File: src/include/cnn_macros.svh
`ifndef CNN_MACROS_SVH
`define CNN_MACROS_SVH

// Command stream framing
// Words per layer command
`define CMD_BURST_LEN       3
// Host bus word width
`define CMD_WORD_W          32

// Queue depths, also the initial credit counts of the two links
// Host side command FIFO, in words
`define CMD_FIFO_DEPTH      8
// Engine side descriptor queue, in descriptors
`define DESC_QUEUE_DEPTH    2

// Field widths
// Programmed layer count
`define CMD_COUNT_W         7
// Output element count reported per layer
`define LAYER_OUT_W         32

`endif

File: src/verilog/cnn_pkg.sv
package cnn_pkg;

    // Layer operation codes, bits 2:0 of command word 0
    // Codes not listed here are rejected by the sequencer
    typedef enum logic [2:0] {
        OP_IDLE      = 3'b000,
        OP_CONV_RELU = 3'b001,
        OP_MAX_POOL  = 3'b100,
        OP_AVG_POOL  = 3'b101
    } op_type_e;

    // Decoded layer command
    // Fields follow the three command words in order
    typedef struct packed {
        // Word 0
        op_type_e    op_type;
        logic [3:0]  stride;
        logic [7:0]  kernel;
        logic [7:0]  i_side;
        logic [7:0]  o_side;
        // Word 1
        logic [15:0] i_channel;
        logic [15:0] o_channel;
        // Word 2, low byte is reserved
        logic [7:0]  kernel_size;
        // Kernel times stride
        logic [15:0] stride2;
    } layer_desc_t;

    // Sequencer FSM states
    typedef enum logic [2:0] {
        // Waiting for op enable
        SEQ_IDLE    = 3'b000,
        // Pulling command words from the FIFO
        SEQ_CMD_GET = 3'b001,
        // Op check and descriptor hand-off
        SEQ_ISSUE   = 3'b010,
        // Waiting for the engine to finish the layer
        SEQ_OP_RUN  = 3'b011,
        // All layers done, interrupt raised
        SEQ_FINISH  = 3'b100
    } seq_state_e;

endpackage

File: src/verilog/cmd_fifo.sv
`timescale 1ns/1ps
`include "cnn_macros.svh"

module cmd_fifo #(
    parameter type T     = logic [`CMD_WORD_W-1:0],
    parameter int  DEPTH = `CMD_FIFO_DEPTH
) (
    input  logic clk,
    input  logic rst,
    // Write side
    input  logic i_wr,
    input  T     i_wr_data,
    // Read side, show-ahead
    input  logic i_rd,
    output T     o_rd_data,
    output logic o_not_empty
);

    // Pointer and occupancy widths
    // Occupancy needs one more state than the pointers
    localparam int PTR_W = (DEPTH > 1) ? $clog2(DEPTH) : 1;
    localparam int CNT_W = $clog2(DEPTH + 1);

    // Storage
    T mem [DEPTH];

    logic [PTR_W-1:0] wr_ptr;
    logic [PTR_W-1:0] rd_ptr;
    logic [CNT_W-1:0] count;

    // Qualified handshakes
    logic do_wr;
    logic do_rd;

    // Writer is credit limited, so no full check here
    assign do_wr = i_wr;
    // Pop only counts when there is something to pop
    assign do_rd = i_rd && o_not_empty;

    assign o_not_empty = (count != '0);
    // Head entry is visible before the pop
    assign o_rd_data   = mem[rd_ptr];

    // Data array
    always_ff @(posedge clk) begin
        if (do_wr) begin
            mem[wr_ptr] <= i_wr_data;
        end
    end

    // Pointers and occupancy
    // Wrap explicitly so a depth that is not a power of two also works
    always_ff @(posedge clk or posedge rst) begin
        if (rst) begin
            wr_ptr <= '0;
            rd_ptr <= '0;
            count  <= '0;
        end else begin
            if (do_wr) begin
                wr_ptr <= (wr_ptr == PTR_W'(DEPTH - 1)) ? '0 : wr_ptr + 1'b1;
            end
            if (do_rd) begin
                rd_ptr <= (rd_ptr == PTR_W'(DEPTH - 1)) ? '0 : rd_ptr + 1'b1;
            end
            // Simultaneous push and pop leaves the count alone
            case ({do_wr, do_rd})
                2'b10:   count <= count + 1'b1;
                2'b01:   count <= count - 1'b1;
                default: count <= count;
            endcase
        end
    end

endmodule

File: src/verilog/cmd_sequencer.sv
`timescale 1ns/1ps
`include "cnn_macros.svh"

module cmd_sequencer (
    input  logic                    clk,
    input  logic                    rst,
    // Control
    input  logic                    i_op_en,
    input  logic [`CMD_COUNT_W-1:0] i_cmd_count,
    // Command FIFO, show-ahead
    input  logic                    i_fifo_not_empty,
    input  logic [`CMD_WORD_W-1:0]  i_fifo_data,
    output logic                    o_fifo_rd,
    // Descriptor issue towards the engine
    output logic                    o_desc_valid,
    output cnn_pkg::layer_desc_t    o_desc,
    // Engine feedback
    input  logic                    i_credit_return,
    input  logic                    i_layer_done,
    // Status
    output logic                    o_cmd_err,
    output logic                    o_irq,
    output cnn_pkg::seq_state_e     o_state
);

    import cnn_pkg::*;

    localparam int BURST_W  = $clog2(`CMD_BURST_LEN + 1);
    localparam int CREDIT_W = $clog2(`DESC_QUEUE_DEPTH + 1);

    seq_state_e state;
    seq_state_e next_state;

    // Index of the command word expected next
    logic [BURST_W-1:0]      word_idx;
    logic                    last_word;

    // Command being assembled / issued
    layer_desc_t             desc_q;
    logic                    op_ok;

    // Engine queue credits
    logic [CREDIT_W-1:0]     credit_cnt;
    logic                    issue;

    // Layers retired so far, errors included
    logic [`CMD_COUNT_W-1:0] done_cnt;
    logic [`CMD_COUNT_W-1:0] done_cnt_inc;
    logic                    count_hit;
    logic                    cmd_err;
    logic                    run_done;

    // Pop every word that is there while collecting
    // so the host credit pulse matches a real pop
    assign o_fifo_rd = (state == SEQ_CMD_GET) && i_fifo_not_empty;
    assign last_word = (word_idx == BURST_W'(`CMD_BURST_LEN - 1));

    // Supported ops only, OP_IDLE counts as an error too
    always_comb begin
        case (desc_q.op_type)
            OP_CONV_RELU,
            OP_MAX_POOL,
            OP_AVG_POOL: op_ok = 1'b1;
            default:     op_ok = 1'b0;
        endcase
    end

    // Issue needs a good op and a free queue slot
    assign issue     = (state == SEQ_ISSUE) && op_ok && (credit_cnt != '0);
    assign cmd_err   = (state == SEQ_ISSUE) && !op_ok;
    assign run_done  = (state == SEQ_OP_RUN) && i_layer_done;

    assign done_cnt_inc = done_cnt + 1'b1;
    // True when the layer retiring now is the last one programmed
    assign count_hit    = (done_cnt_inc == i_cmd_count);

    assign o_desc_valid = issue;
    assign o_desc       = desc_q;
    assign o_cmd_err    = cmd_err;
    assign o_state      = state;

    // State register
    always_ff @(posedge clk or posedge rst) begin
        if (rst) begin
            state <= SEQ_IDLE;
        end else begin
            state <= next_state;
        end
    end

    // Next state
    always_comb begin
        next_state = state;
        case (state)
            SEQ_IDLE: begin
                if (i_op_en) begin
                    next_state = SEQ_CMD_GET;
                end
            end
            SEQ_CMD_GET: begin
                // Third word popped, decode next cycle
                if (o_fifo_rd && last_word) begin
                    next_state = SEQ_ISSUE;
                end
            end
            SEQ_ISSUE: begin
                // Bad op is dropped and retired right here
                if (cmd_err) begin
                    next_state = count_hit ? SEQ_FINISH : SEQ_IDLE;
                end else if (issue) begin
                    next_state = SEQ_OP_RUN;
                end
            end
            SEQ_OP_RUN: begin
                if (i_layer_done) begin
                    next_state = count_hit ? SEQ_FINISH : SEQ_IDLE;
                end
            end
            // Only reset leaves FINISH
            SEQ_FINISH: next_state = SEQ_FINISH;
            default:    next_state = SEQ_IDLE;
        endcase
    end

    // Word counter, rewinds whenever we are not collecting
    always_ff @(posedge clk or posedge rst) begin
        if (rst) begin
            word_idx <= '0;
        end else if (state != SEQ_CMD_GET) begin
            word_idx <= '0;
        end else if (o_fifo_rd) begin
            word_idx <= word_idx + 1'b1;
        end
    end

    // Split each word into its fields
    always_ff @(posedge clk) begin
        if (o_fifo_rd) begin
            case (word_idx)
                BURST_W'(0): begin
                    desc_q.op_type <= op_type_e'(i_fifo_data[2:0]);
                    desc_q.stride  <= i_fifo_data[7:4];
                    desc_q.kernel  <= i_fifo_data[15:8];
                    desc_q.i_side  <= i_fifo_data[23:16];
                    desc_q.o_side  <= i_fifo_data[31:24];
                end
                BURST_W'(1): begin
                    desc_q.i_channel <= i_fifo_data[15:0];
                    desc_q.o_channel <= i_fifo_data[31:16];
                end
                BURST_W'(2): begin
                    desc_q.kernel_size <= i_fifo_data[15:8];
                    desc_q.stride2     <= i_fifo_data[31:16];
                end
                default: ;
            endcase
        end
    end

    // Credits: spend on issue, regain when the engine pops its queue
    always_ff @(posedge clk or posedge rst) begin
        if (rst) begin
            credit_cnt <= CREDIT_W'(`DESC_QUEUE_DEPTH);
        end else begin
            case ({issue, i_credit_return})
                2'b10:   credit_cnt <= credit_cnt - 1'b1;
                2'b01:   credit_cnt <= credit_cnt + 1'b1;
                default: credit_cnt <= credit_cnt;
            endcase
        end
    end

    // Retired layer count and sticky interrupt
    always_ff @(posedge clk or posedge rst) begin
        if (rst) begin
            done_cnt <= '0;
            o_irq    <= 1'b0;
        end else begin
            if (cmd_err || run_done) begin
                done_cnt <= done_cnt_inc;
            end
            // One cycle after reaching FINISH
            if (state == SEQ_FINISH) begin
                o_irq <= 1'b1;
            end
        end
    end

endmodule

File: src/verilog/layer_engine.sv
`timescale 1ns/1ps
`include "cnn_macros.svh"

module layer_engine (
    input  logic                    clk,
    input  logic                    rst,
    // Descriptor input from the sequencer
    input  logic                    i_desc_valid,
    input  cnn_pkg::layer_desc_t    i_desc,
    // One pulse per descriptor taken off the queue
    output logic                    o_credit_return,
    // Layer completion
    output logic                    o_layer_done,
    output cnn_pkg::op_type_e       o_layer_op,
    output logic [`LAYER_OUT_W-1:0] o_layer_outputs
);

    import cnn_pkg::*;

    // Queue head
    logic        q_not_empty;
    layer_desc_t q_head;

    // Pop one cycle after an idle engine sees a head entry
    logic        pop_arm;
    logic        busy;
    // Room for o_side + 1
    logic [8:0]  run_cnt;
    logic        run_last;
    // Layer in progress
    layer_desc_t cur_desc;

    // Descriptor queue, sized to the sequencer's credit count
    cmd_fifo #(
        .T     (layer_desc_t),
        .DEPTH (`DESC_QUEUE_DEPTH)
    ) u_desc_q (
        .clk         (clk),
        .rst         (rst),
        .i_wr        (i_desc_valid),
        .i_wr_data   (i_desc),
        .i_rd        (pop_arm),
        .o_rd_data   (q_head),
        .o_not_empty (q_not_empty)
    );

    // Slot freed at pop time
    assign o_credit_return = pop_arm;
    assign run_last        = busy && (run_cnt == '0);

    // Run control
    // busy lasts o_side + 2 cycles after the pop
    always_ff @(posedge clk or posedge rst) begin
        if (rst) begin
            pop_arm      <= 1'b0;
            busy         <= 1'b0;
            run_cnt      <= '0;
            o_layer_done <= 1'b0;
        end else begin
            pop_arm      <= q_not_empty && !busy && !pop_arm;
            o_layer_done <= 1'b0;
            if (pop_arm) begin
                busy    <= 1'b1;
                run_cnt <= {1'b0, q_head.o_side} + 9'd1;
            end else if (run_last) begin
                busy         <= 1'b0;
                o_layer_done <= 1'b1;
            end else if (busy) begin
                run_cnt <= run_cnt - 1'b1;
            end
        end
    end

    // Latch the popped descriptor
    always_ff @(posedge clk) begin
        if (pop_arm) begin
            cur_desc <= q_head;
        end
    end

    // Result registered in the last run cycle, valid with the done pulse
    // o_side * o_side * o_channel fits in 32 bits
    always_ff @(posedge clk) begin
        if (run_last) begin
            o_layer_op      <= cur_desc.op_type;
            o_layer_outputs <= `LAYER_OUT_W'(cur_desc.o_side)
                             * `LAYER_OUT_W'(cur_desc.o_side)
                             * `LAYER_OUT_W'(cur_desc.o_channel);
        end
    end

endmodule

File: src/verilog/cnn_ctrl_top.sv
`timescale 1ns/1ps
`include "cnn_macros.svh"

module cnn_ctrl_top (
    input  logic                    clk,
    input  logic                    rst,
    // Host control
    input  logic                    i_op_en,
    input  logic [`CMD_COUNT_W-1:0] i_cmd_count,
    // Host command writes, credit limited
    input  logic                    i_cmd_wr,
    input  logic [`CMD_WORD_W-1:0]  i_cmd_data,
    output logic                    o_cmd_credit,
    // Layer results
    output logic                    o_layer_done,
    output cnn_pkg::op_type_e       o_layer_op,
    output logic [`LAYER_OUT_W-1:0] o_layer_outputs,
    // Status
    output logic                    o_cmd_err,
    output logic                    o_irq,
    output cnn_pkg::seq_state_e     o_state
);

    import cnn_pkg::*;

    // Command FIFO to sequencer
    logic                   fifo_not_empty;
    logic [`CMD_WORD_W-1:0] fifo_data;
    logic                   fifo_rd;

    // Sequencer to engine
    logic                   desc_valid;
    layer_desc_t            desc;
    logic                   credit_return;

    // Every popped word hands one credit back to the host
    assign o_cmd_credit = fifo_rd;

    // Host command words
    cmd_fifo #(
        .T     (logic [`CMD_WORD_W-1:0]),
        .DEPTH (`CMD_FIFO_DEPTH)
    ) u_cmd_fifo (
        .clk         (clk),
        .rst         (rst),
        .i_wr        (i_cmd_wr),
        .i_wr_data   (i_cmd_data),
        .i_rd        (fifo_rd),
        .o_rd_data   (fifo_data),
        .o_not_empty (fifo_not_empty)
    );

    // Command decode and layer bookkeeping
    cmd_sequencer u_seq (
        .clk              (clk),
        .rst              (rst),
        .i_op_en          (i_op_en),
        .i_cmd_count      (i_cmd_count),
        .i_fifo_not_empty (fifo_not_empty),
        .i_fifo_data      (fifo_data),
        .o_fifo_rd        (fifo_rd),
        .o_desc_valid     (desc_valid),
        .o_desc           (desc),
        .i_credit_return  (credit_return),
        .i_layer_done     (o_layer_done),
        .o_cmd_err        (o_cmd_err),
        .o_irq            (o_irq),
        .o_state          (o_state)
    );

    // Layer timing model
    layer_engine u_engine (
        .clk             (clk),
        .rst             (rst),
        .i_desc_valid    (desc_valid),
        .i_desc          (desc),
        .o_credit_return (credit_return),
        .o_layer_done    (o_layer_done),
        .o_layer_op      (o_layer_op),
        .o_layer_outputs (o_layer_outputs)
    );

endmodule

File: config.mk
export PLATFORM = sky130hd
export DESIGN_NAME = cnn_ctrl_top
export DESIGN_NICKNAME = d
export VERILOG_FILES = /design/src/verilog/cnn_pkg.sv /design/src/verilog/cmd_fifo.sv /design/src/verilog/cmd_sequencer.sv /design/src/verilog/layer_engine.sv /design/src/verilog/cnn_ctrl_top.sv
export VERILOG_INCLUDE_DIRS = /design/src /design/src/include
export SDC_FILE = /design/constraint.sdc
export NUM_CORES = 1
export LEC_CHECK = 0
export ABC_AREA = 1
export BUFFER_PORTS_ARGS = -buffer_cell sky130_fd_sc_hd__buf_2
export CORE_MARGIN = 1.5
export CORE_UTILIZATION = 69
export CTS_CLUSTER_DIAMETER = 80
export DETAILED_ROUTE_END_ITERATION = 10
export PLACE_DENSITY = 0.87
export SYNTH_ARGS = -nofsm -noshare
export SYNTH_HDL_FRONTEND = slang
export SYNTH_SLANG_ARGS = --single-unit
export TNS_END_PERCENT = 50
File: constraint.sdc
create_clock -name clk -period 17.3 [get_ports clk]
set_input_delay 2.595 -clock clk [delete_from_list [all_inputs] [get_ports clk]]
set_output_delay 2.595 -clock clk [all_outputs]
set_load 0.01 [all_outputs]
* Word-level counts from Yosys, hierarchy flattened
Memory sizes are Yosys's and may differ from the RTL's.
Cells that the tools add are included.
** Storage, ports and cells
- Bits in registers :: 190
- Memory bits (writable) :: 430
- Output and inout port bits :: 42
- Word-level logic and storage cells :: 132
- Memories kept :: 2
** Cells by class
- Add/subtract/negate cells :: 14
- Multipliers :: 2
- Equality and inequality tests :: 24
- Muxes and demuxes :: 28
- Reduce and logical (&&, ||, !) cells :: 33
** Memory list
- u_cmd_fifo.mem :: depth 8, bits a word 32, rd ports 1, clocked after memory_dff 0, wr ports 1, RTL line cmd_fifo.sv:25 : T mem [DEPTH];
- u_engine.u_desc_q.mem :: depth 2, bits a word 87, rd ports 1, clocked after memory_dff 0, wr ports 1, RTL line cmd_fifo.sv:25
** Operators by type and width (number)
- 16-bit by 16-bit multiplier with 32-bit output :: 1
- 9-bit two-way mux :: 3
- 3-bit two-way mux :: 8
- 8-bit by 8-bit multiplier with 16-bit output :: 1
- 2-bit nonzero test :: 8
- 3-bit equality test, second input constant :: 5
- 3-bit one-hot mux with 5 select lines :: 1
- 1-bit logical AND :: 11
- 1-bit two-way mux :: 11
- 8-bit by 1-bit adder with 9-bit output, second input constant :: 1
- 9-bit logical NOT :: 1
- 9-bit by 1-bit subtractor with 9-bit output, second input constant :: 1
- 2-bit by 1-bit equality test with 1-bit output, second input constant :: 4
- 2-bit equality test, second input constant :: 4
- 2-bit one-hot mux with 2 select lines :: 2
- 4-bit one-hot mux with 2 select lines :: 1
- 2-bit AND reduction :: 4
- 7-bit by 1-bit adder with 7-bit output, second input constant :: 1
- 7-bit equality test :: 1
- 2-bit by 1-bit adder with 2-bit output, second input constant :: 3
- 3-bit by 1-bit adder with 3-bit output, second input constant :: 2
- 3-bit by 1-bit equality test with 1-bit output, second input constant :: 2
- 3-bit by 2-bit equality test with 1-bit output, second input constant :: 2
- 3-bit by 1-bit != test with 1-bit output, second input constant :: 2
- 14 further kinds :: 21

* Depth between registers and ports, before layout
Gate-level depths: netlist of run 1.
- Depth in word-level cells :: 8
- Gate-level depth with buffers :: 43
- Depth with buffers taken out :: 42

* By module
A second synthesis of run 1 with hierarchy kept.
** Unflattened totals
- Cells, all modules :: 3227
- Area total of the unflattened synthesis :: 34000.1 sq um
** By module, submodules not included
- layer_engine :: instances 1, cells an instance 1633, area an instance 13046.3 sq um, seq. area each 2162.1 sq um
- cmd_fifo at u_cmd_fifo :: instances 1, cells an instance 870, area an instance 10637.7 sq um, seq. area each 7937.6 sq um
- cmd_fifo at u_engine.u_desc_q :: instances 1, cells an instance 482, area an instance 6648.9 sq um, seq. area each 5325.1 sq um
- cmd_sequencer :: instances 1, cells an instance 242, area an instance 3667.3 sq um, seq. area each 2989.1 sq um

* Worst setup path after synthesis of run 1
Ideal clock, no wire load.
- Path type :: reg-to-reg
- Start point :: reg u_engine.cur_desc[59] (netlist name)
- End point :: reg u_engine.o_layer_outputs[21], data pin
- Setup time :: 252 ps
- Arrival time :: 8243 ps
- Data required time :: 17048 ps
- Setup slack :: 8805 ps
- Stages on the path, launching flop included :: 36
- Buffers on the path :: 1
- Period minus slack after synthesis :: 8495 ps
- Cells stage by stage :: edfxtp_1 -> clkbuf_1 -> nand2_1 -> fa_1 -> inv_1 -> fa_1 -> inv_1 -> fa_1 -> fa_1 -> inv_1 -> ha_1 -> inv_2 -> nor3_2 -> nand2_2 -> a21oi_2 -> o21ai_2 -> nand2_8 -> nor2_2 -> fa_1 -> inv_1 -> fa_1 -> fa_1 -> inv_1 -> fa_1 -> fa_1 -> inv_1 -> fa_1 -> inv_1 -> ha_1 -> nand2_1 -> nor2_1 -> inv_1 -> nor3_1 -> nand4_1 -> nand3_1 -> nand2_1
** On the way
- Word-level cells in the longest chain between the ends :: 2
** Ends and longest elaborated chain
- from (decl) :: RTL line layer_engine.sv:31 : layer_desc_t cur_desc;
- from (signal assigned) :: RTL line layer_engine.sv:77 : cur_desc <= q_head;
- 8-bit by 8-bit multiplier with 16-bit output (no source line)
- 16-bit by 16-bit multiplier with 32-bit output (no source line)
- to (signal assigned) :: RTL line layer_engine.sv:86 : o_layer_outputs <= `LAYER_OUT_W'(cur_desc.o_side)
- to (decl) :: RTL line layer_engine.sv:15 : output logic [`LAYER_OUT_W-1:0] o_layer_outputs
Every way passes these cells.
A chain may end at the register's enable or synchronous reset.

* Worst setup path after layout of run 1
Ends and elaborated chain as after synthesis.

==> metrics.csv, run 1 <==
metric,value,unit
criticalPathCategory,flop to flop,
area_fraction_in_and_or_nand_and_nor_cells_after_synthesis,15.8,%
synthesis.area,23300,um2
layout-drive-gt1-share,7.49,%
yosys.area_share.adder,25.8,%
pre_cts_ws,7.83,ns
groute.usage.overall,31.9,%
synth.lib_cells_used.distinct,52,
cts-htree-levels,1,
setup_total_negative_slack,0,ns
count_of_placed_standard_cells_in_the_final_layout_fillers_left_out,2917,
leakagePower,0.0117,uW
core_area,33400,um2
postRouteAntennaNets,0,
critPathMaxFanout,10,
cts_buffers,30,
globalRoute.totalOverflow,0,
cap_viol_max_count,0,
cts.sinks,336,
drv_slew,0,
worst_setup_hold_path_clk_slew,0.07,ns
chipWidth,187,um
cts-root-to-sink-buffers,3,
hold_path_class,flop to flop,
maxSlewHeadroom,22.0,%
crit_top_cell,fa_1,
synth_cells,2388,
yosys.cell_count.top_type,inv_1,
wl,53300,um
rsz0062_at_grt,false,
critical_path_source_type,flop,
syn_avg_cell_area,9.76,um2
via_count,17100,
tritoncts,done,
final.min_clock_period,9.78,ns
drt_iter0_drc,1685,
place_congestion,0.970,
setup_viol,0,
worst_hold_slack,0.411,ns
synth.largest_area_cell,edfxtp_1,
dominant_synthesized_flop_cell,edfxtp_1,
antenna_violations_before_repair,0,
first_pass_grt_wire_length,88600,um
nNetsFinal,2848,
fin_crit_sh,56.5,%
ctsHoldBuffers,0,
worst_skew_pair.late_latency,0.59,ns
yosysSeqAreaShare,42.4,%
xor_xnor_share_of_the_synthesized_area,1.81,%
required,17.58,ns
asyncSetResetFlopFracSynth,12.2,%
initial_core_util,69.9,%
post_synth_main_area_contributors,"edfxtp_1, fa_1, ha_1",
antenna_cells_inserted,0,
synth-edff-count,295,
yosysTopAreaCellShare,38.0,%
synth_mux_area_share,0,%
first_pass_iters,8,
synthToLayoutAreaGrowth,7.58,%
vias_in_the_first_global_route,18100,
maxClockFrequency,102,MHz
syn-num-nets,2789,
dp_hpwl,38100,um
vdd.ir_drop.worst,0.000121,V
dominant_combinational_cell_family_by_area_after_synthesis,adder cells,
cts_root_buf,clkbuf_16,
power.density,85.4,nW/um2
die-height,187,um
post_drt_wl_per_cell,18.3,um
timing.final.ws_setup,7.52,ns
synthesized_flop_and_latch_total,336,
remaining_drc_errors,0,
run_status,"finished, final reports clean",
postCtsResizedCells,0,
top_level_port_count,85,
critPathSlowestCell,edfxtp_1,
finalClockSkew,0.0602,ns
io_buffers,71,
core.rowCount,67,
cp-end-kind,flop,
cpPeakStageDelay,0.59,ns
dieArea,34900,um2
grt_max_degree,79,
synth_top_cells_by_count,"inv_1, nand2_1, nor2_1",
synthesis.yosys.warnings,0,
post_cts_buffers,0,
worst-r2r-setup-slack,7.52,ns
viasPerCell,5.86,
hold_viol,0,
synth-compound-area-share,5.87,%
tightestPinTransition,1.17,ns
instance_count_after_placement_with_tap_cells_included,2863,
worstPathArrival,10.06,ns
area by class of cell:
cell class / count / area [um2]
Clock buffer: 34 / 766
Fill cell: 2207 / 8290
Multi-Input combinational cell: 1538 / 11500
Timing Repair Buffer: 92 / 513
Tap cell: 448 / 561
Sequential cell: 336 / 9890
Inverter: 449 / 1690
Clock inverter: 20 / 176
critical path: cells and delay by family, from the launching register on:
kind | cells | cell delay (ns)
AND/OR/NAND/NOR | 14 | 2.45
buffers and inverters | 8 | 0.45
flip-flops | 1 | 0.59
adder cells (fa/ha/maj) | 12 | 5.96
worst paths after layout:
path / cells past startpoint / to / startpoint
max: 34 / u_engine.o_layer_outputs[21] / u_engine.cur_desc[59]
min in group asynchronous: 3 / u_seq.done_cnt[2] / rst
max in group asynchronous: 3 / u_cmd_fifo.rd_ptr[0] / rst
max reg2reg: 34 / u_engine.o_layer_outputs[21] / u_engine.cur_desc[59]
min reg2reg: 0 / u_engine.u_desc_q.mem[0][30] / u_seq.o_desc[30]
min: 0 / u_engine.u_desc_q.mem[0][30] / u_seq.o_desc[30]
routing by layer:
layer | part of all wire (%) | vias up | track usage [%]
met5 | 0 | - | 0
met4 | 5.0 | 0 | 14.7
met3 | 9.2 | 241 | 5.03
met2 | 50 | 933 | 55.0
met1 | 36 | 8208 | 39.9
li1 | - | 7724 | -
power breakdown:
group / switching, uW / internal, uW
clock network: 287 / 349
logic: 336 / 136
registers: 41.3 / 991
cell usage in the layout (no fill, tap or decap), drive strengths merged, types with 20 or more instances in the layout:
| cell type | count |
|---|---|
| fa | 204 |
| dfrtp | 40 |
| o22ai | 21 |
| edfxtp | 295 |
| clkbuf | 34 |
| buf | 92 |
| a31oi | 20 |
| inv | 448 |
| nand2 | 430 |
| a21oi | 54 |
| xor2 | 30 |
| o21ai | 131 |
| nand3 | 87 |
| nor2 | 323 |
| ha | 154 |
state kept, by name (all words and copies together) (netlist names), 2 cells and up:
signal                    flops
u_engine.u_desc_q.mem        54
u_cmd_fifo.mem              152
u_cmd_fifo.count              4
u_seq.done_cnt                7
u_cmd_fifo.rd_ptr             3
u_engine.o_layer_outputs     32
u_engine.u_desc_q.count       2
u_seq.credit_cnt              2
u_seq.o_state                 3
u_seq.word_idx                2
u_engine.o_layer_op           3
u_engine.run_cnt              9
u_engine.cur_desc            27
u_seq.o_desc                 27
u_cmd_fifo.wr_ptr             3
kinds of logic after synthesis:
family          Yosys count
compound gates          247
xor+xnor                 43
fa+ha+maj               358
buf+inv                 514
flops                   336
simple gates            890
stage by stage:
stage,area (um2),total power (uW),utilization [%]
after floorplan,23300,1350,-
after global placement,24100,1460,72.3
after detailed placement,24100,1500,72.3
after CTS,25100,2140,75.2
after global routing,25100,2230,75.2
final,25100,2140,75.2
No activity file was read; power rests on OpenSTA's default activity.
==> inputs of run 2 (changes only) <==
--- a/config.mk
+++ b/config.mk
@@ -9,10 +9,10 @@
 export ABC_AREA = 1
 export BUFFER_PORTS_ARGS = -buffer_cell sky130_fd_sc_hd__buf_2
 export CORE_MARGIN = 1.5
-export CORE_UTILIZATION = 69
+export CORE_UTILIZATION = 64
 export CTS_CLUSTER_DIAMETER = 80
 export DETAILED_ROUTE_END_ITERATION = 10
-export PLACE_DENSITY = 0.87
+export PLACE_DENSITY = 0.82
 export SYNTH_ARGS = -nofsm -noshare
 export SYNTH_HDL_FRONTEND = slang
 export SYNTH_SLANG_ARGS = --single-unit
==> constraint.sdc (replaced) <==
create_clock -name clk -period 9.45 [get_ports clk]
set_input_delay 1.4175 -clock clk [delete_from_list [all_inputs] [get_ports clk]]
set_output_delay 1.4175 -clock clk [all_outputs]
set_load 0.01 [all_outputs]
==> run 2 against run 1 <==
Global-route usage fell by 1.8 points. Combinational power rose by 77%. Largest cell class unchanged. Critical path depth rose by 1. Via count fell by 0.59%. Sequential share of layout area fell by 0.56 points. Hold slack improved by 0.010 ns. Non-clock buffer count rose by 28.
==> metrics.csv, run 2 (synthesis results as in run 1) <==
metric,value,unit,change
run_status,"finished, final reports clean",,
largest_reg_flops,152,,unchanged
criticalPathCategory,flop to flop,,
via_count,17000,,-0.59%
cts.sinks,336,,unchanged
mostFrequentLayoutCells,"inv_1, nand2_1, nor2_1, edfxtp_1, fa_1",,
antenna_violations_before_repair,0,,unchanged
fin_crit_sh,96.7,%,+40 points
grt_max_degree,79,,unchanged
hold_viol,0,,unchanged
globalRoute.totalOverflow,0,,unchanged
instance_count_after_placement_with_tap_cells_included,2886,,+0.80%
tightestPinTransition,1.21,ns,+0.0387 ns
top_level_port_count,85,,unchanged
required,9.77,ns,-7.81 ns
synthToLayoutAreaGrowth,9.12,%,
finalClockSkew,0.0257,ns,-0.0345 ns
final.min_clock_period,9.14,ns,-0.636 ns
power.density,156,nW/um2,+82%
crit_start,u_engine.cur_desc[60],,
drt_iter0_drc,1435,,-15%
crit_end,u_engine.o_layer_outputs[22],,
cts_buffers,31,,+3.3%
remaining_drc_errors,0,,unchanged
io_buffers,71,,unchanged
antenna_cells_inserted,0,,unchanged
cpPeakStageDelay,0.58,ns,about the same
worst_skew_pair.late_latency,0.59,ns,about the same
vias_in_the_first_global_route,17800,,-1.8%
viasPerCell,5.74,,-2.0%
core.rowCount,69,,+3.0%
maxSlewHeadroom,19.4,%,-2.6 points
worst_setup_hold_path_clk_slew,0.07,ns,about the same
groute.usage.overall,30.0,%,-1.8 points
commonest_non_fill_non_tap_cell_in_the_layout,inv_1,,
critPathMaxFanout,9,,-1
worst-r2r-setup-slack,0.31,ns,-7.21 ns
timing.final.ws_setup,0.310,ns,-7.21 ns
reg2regPathDepth,35,,+2.9%
first_pass_grt_wire_length,89200,um,+0.68%
dp_hpwl,39600,um,+3.9%
cts_root_buf,clkbuf_16,,
cts-root-to-sink-buffers,3,,unchanged
count_of_placed_standard_cells_in_the_final_layout_fillers_left_out,2960,,+1.5%
core_area,35700,um2,+7.1%
cp-end-kind,flop,,
timing.rr.end,u_engine.o_layer_outputs[22],,
first_pass_iters,7,,-1
worstPathArrival,9.46,ns,-0.60 ns
drv_slew,0,,unchanged
chipWidth,194,um,+3.8%
vdd.ir_drop.worst,0.000253,V,+110%
crit_top_cell,fa_1,,
hold_path_class,flop to flop,,
nNetsFinal,2877,,+1.0%
maxClockFrequency,109,MHz,+7.0%
tritoncts,done,,
setup_total_negative_slack,0,ns,unchanged
critical_path_source_type,flop,,
setup_viol,0,,unchanged
dieArea,37600,um2,+7.7%
registers.top_by_ff_count,u_cmd_fifo.mem,,
wl,54800,um,+2.8%
layout-drive-gt1-share,9.40,%,+1.9 points
post_drt_wl_per_cell,18.5,um,+1.3%
leakagePower,0.0119,uW,+1.4%
top_regs,"u_cmd_fifo.mem x152, u_engine.u_desc_q.mem x54, u_engine.o_layer_outputs x32",,
place_congestion,0.989,,+1.9%
critPathSlowestCell,fa_1,,
cts-htree-levels,1,,unchanged
initial_core_util,65.2,%,-4.6 points
reg2reg_from,u_engine.cur_desc[60],,
postRouteAntennaNets,0,,unchanged
die-height,194,um,+3.8%
pre_cts_ws,0.297,ns,-7.53 ns
cap_viol_max_count,0,,unchanged
## run 2: how the worst min path moves through the flow
| stage | endpoint | from | slack (ns) | cells past startpoint |
|---|---|---|---|---|
| after floorplan | u_engine.o_layer_op[0] | u_engine.cur_desc[84] | 0.40 | 0 |
| after global placement | u_engine.o_layer_op[0] | u_engine.cur_desc[84] | 0.41 | 0 |
| after detailed placement | u_engine.o_layer_op[2] | u_engine.cur_desc[86] | 0.40 | 0 |
| after CTS | u_engine.o_layer_op[2] | u_engine.cur_desc[86] | 0.42 | 0 |
| after global routing | u_engine.o_layer_op[2] | u_engine.cur_desc[86] | 0.42 | 0 |
| final | u_engine.o_layer_op[2] | u_engine.cur_desc[86] | 0.42 | 0 |
## run 2: timing repair
item	CTS	global route
setup buffers	0	18
endpoints found under the hold margin	0	0
resized for setup	0	21
hold buffers	0	0
setup endpoints to repair	0	18
## run 2: metrics by stage
stage	utilization [%]	area [um2]	hold WS [ns]	total power [uW]
CTS	70.6	25200	0.420	3970
finish	71.2	25400	0.421	3960
global route	71.2	25400	0.425	4140
detailed placement	67.8	24200	0.405	2730
floorplan	-	23300	0.400	2470
global placement	67.8	24200	0.407	2670
## run 2: critical path, delay by kind of cell, from the launching register on
kind / cells / cell delay (ns)
adders and majority gates: 12 / 5.28
and+or+nand+nor: 11 / 1.51
buffers and inverters: 8 / 0.77
AOI/OAI and AO/OA: 3 / 0.69
DFF: 1 / 0.42
xor gates and xnor gates: 1 / 0.15
## run 2: cell type report
class	count	area (um2)
clock buffers	37	798
clock inverters	19	194
fillers	2549	10300
inverters	449	1690
multi-input cells	1538	11600
flip-flops and latches	336	9890
well taps	461	577
repair buffers	120	727
## run 2: metal layers
metal / vias to the layer above / global-route usage, % / routed length (um)
met5: - / 0 / 0
met4: 0 / 12.6 / 2280
met3: 190 / 5.53 / 4750
met2: 824 / 52.2 / 27100
met1: 8222 / 37.2 / 20600
li1: 7769 / - / -
## run 2: power by group
part           internal, uW  switching, uW
combinational           247            589
sequential             1820           77.3
clock                   688            543
==> inputs of run 3 (changes only) <==
--- a/config.mk
+++ b/config.mk
@@ -12,6 +12,7 @@
 export CORE_UTILIZATION = 64
 export CTS_CLUSTER_DIAMETER = 80
 export DETAILED_ROUTE_END_ITERATION = 10
+export GPL_TIMING_DRIVEN = 0
 export PLACE_DENSITY = 0.82
 export SYNTH_ARGS = -nofsm -noshare
 export SYNTH_HDL_FRONTEND = slang
==> constraint.sdc (replaced) <==
create_clock -name clk -period 9.45 [get_ports clk]
set_input_delay 1.89 -clock clk [delete_from_list [all_inputs] [get_ports clk]]
set_output_delay 1.89 -clock clk [all_outputs]
set_load 0.01 [all_outputs]
==> run 3 against run 2 <==
Sequential share of layout area fell by 0.47 points. Clock-buffer cell count is 4 higher. Register-to-register slack better by 0.08 ns. Largest power group unchanged.
==> metrics.csv, run 3 (synthesis results as in run 1) <==
metric,value,unit,change
first_pass_grt_wire_length,89300,um,+0.16%
p_sw_share,31.6,%,+1.0 points
die-height,194,um,unchanged
count_of_placed_standard_cells_in_the_final_layout_fillers_left_out,2999,,+1.3%
worst_skew_pair.late_latency,0.59,ns,about the same
top_level_port_count,85,,unchanged
place_congestion,0.981,,-0.75%
final_cell_area,25700,um2,+1.2%
cts-root-to-sink-buffers,3,,unchanged
chipWidth,194,um,unchanged
worst_setup_hold_path_clk_slew,0.07,ns,about the same
leakagePower,0.0119,uW,+0.37%
post_drt_wl_per_cell,18.4,um,-0.62%
power_report.internal_total,2720,uW,-0.93%
dieArea,37600,um2,unchanged
worst-r2r-setup-slack,0.39,ns,+0.08 ns
globalRoute.totalOverflow,0,,unchanged
drv_slew,0,,unchanged
io_buffers,71,,unchanged
registers.top_by_ff_count,u_cmd_fifo.mem,,
cp-end-kind,flop,,
drt_iter0_drc,1480,,+3.1%
groute.usage.overall,30.3,%,+0.21 points
initial_core_util,65.2,%,unchanged
rsz0062_at_grt,true,,
num-fill-cells,2569,,+0.78%
maxSlewHeadroom,14.6,%,-4.8 points
maxClockFrequency,110,MHz,+0.84%
critPathMaxFanout,10,,+1
nNetsFinal,2917,,+1.4%
antenna_cells_inserted,0,,unchanged
first_pass_iters,5,,-2
seq_power_share,47.5,%,-0.3 points
core_area,35700,um2,unchanged
hold_viol,0,,unchanged
remaining_drc_errors,0,,unchanged
top_regs,"u_cmd_fifo.mem x152, u_engine.u_desc_q.mem x54, u_engine.o_layer_outputs x32",,
power.density,155,nW/um2,-0.63%
worstPathArrival,9.40,ns,-0.06 ns
required,9.79,ns,+0.02 ns
worstPathBufferInverterCount,11,,+3
antenna_violations_before_repair,0,,unchanged
critPathSlowestCell,fa_1,,
cpPeakStageDelay,0.56,ns,-0.02 ns
largest_reg_flops,152,,unchanged
criticalPathCategory,flop to flop,,
fin_crit_sh,95.9,%,-0.81 points
via_count,17200,,+0.92%
grt_max_degree,33,,-58%
commonest_non_fill_non_tap_cell_in_the_layout,inv_1,,
layout-drive-gt1-share,9.85,%,+0.45 points
finalClockSkew,0.0194,ns,-0.00630 ns
viasPerCell,5.72,,-0.39%
dp_hpwl,42600,um,+7.5%
vdd.ir_drop.worst,0.000229,V,-9.1%
final.min_clock_period,9.06,ns,-0.0765 ns
instance_count_after_placement_with_tap_cells_included,2932,,+1.6%
setup_total_negative_slack,0,ns,unchanged
synthToLayoutAreaGrowth,10.4,%,
cpLargestDelayFamily,adder cells,,
hold_path_class,flop to flop,,
postRouteAntennaNets,0,,unchanged
tritoncts,done,,
wl,55100,um,+0.69%
cts.sinks,336,,unchanged
mostFrequentLayoutCells,"inv_1, nand2_1, edfxtp_1, nor2_1, fa_1",,
critical_path_source_type,flop,,
share_of_total_power_in_the_clock_network,29.3,%,-1.8 points
combinationalPowerShare,23.2,%,+2.1 points
total_switching_power,1260,uW,+4.0%
cts-htree-levels,1,,unchanged
vias_in_the_first_global_route,17700,,-0.16%
postPlaceCellArea,24500,um2,+1.1%
setup_viol,0,,unchanged
tightestPinTransition,1.28,ns,+0.0745 ns
core.rowCount,69,,unchanged
run_status,"finished, final reports clean",,
cts_root_buf,clkbuf_16,,
cts_buffers,31,,unchanged
cap_viol_max_count,0,,unchanged
==> run 3: changes by cell type in the layout (fill, tap and decap cells not counted), moves of 4 or more <==
cell      delta
nor2_2      +11
o21ai_1      +4
o21ai_0      -4
buf_2        +8
buf_4       -30
buf_8        +7
nor2_1      -12
clkbuf_1    +46
clkbuf_8     +4
==> run 3: path summary, 6_finish.rpt <==
check                                      startpoint                      endpoint  cells past startpoint
min in group asynchronous                         rst    u_engine.u_desc_q.count[1]                      2
worst min-delay path            u_engine.cur_desc[86]        u_engine.o_layer_op[2]                      0
worst max-delay path            u_engine.cur_desc[56]  u_engine.o_layer_outputs[30]                     38
worst max register to register  u_engine.cur_desc[56]  u_engine.o_layer_outputs[30]                     38
worst min register to register  u_engine.cur_desc[86]        u_engine.o_layer_op[2]                      0
max in group asynchronous                         rst           u_seq.credit_cnt[1]                      3
==> run 3: repair_timing <==
action,4_1_cts,5_1_grt
hold buffers,0,0
gates cloned,0,0
setup endpoints to repair,19,20
buffers inserted,3,13
pin swaps,0,3
gates resized for setup,10,44
==> run 3: area by class of cell <==
cell class	instances	area [um2]	area share (%)
Buffer	61	256	0.996
Clock buffer	41	853	3.31
Clock inverter	14	88.8	0.345
Inverter	449	1690	6.58
Multi-Input combinational cell	1538	11700	45.3
Sequential cell	336	9890	38.4
Tap cell	461	577	2.24
Timing Repair Buffer	99	716	2.78
==> run 3: routing by layer <==
layer | track usage [%] | wire, um | vias to the layer above
li1 | - | - | 7868
met1 | 38.7 | 21200 | 8337
met2 | 53.3 | 27600 | 821
met3 | 3.17 | 4340 | 136
met4 | 12.1 | 2060 | 0
met5 | 0 | 0 | -
==> run 3: through the flow <==
step	worst slack [ns]	power, uW	util, %	hold WS (ns)
2_1_floorplan	0.955	2470	-	0.400
3_3_place_gp	-0.395	2720	67.8	0.410
3_5_place_dp	-0.371	2810	68.6	0.405
4_1_cts	0.0104	3980	71.3	0.413
5_1_grt	-0.0607	4130	72.0	0.422
6_report	0.387	3980	72.0	0.415
==> run 3: power groups by stage <==
stage / Sequential (uW) / Combinational [uW] / Clock, uW
6_report: 1890 / 923 / 1170
5_1_grt: 1900 / 1000 / 1230
4_1_cts: 1890 / 909 / 1180
3_5_place_dp: 1920 / 892 / 0
3_3_place_gp: 1910 / 813 / 0
2_1_floorplan: 1900 / 579 / 0
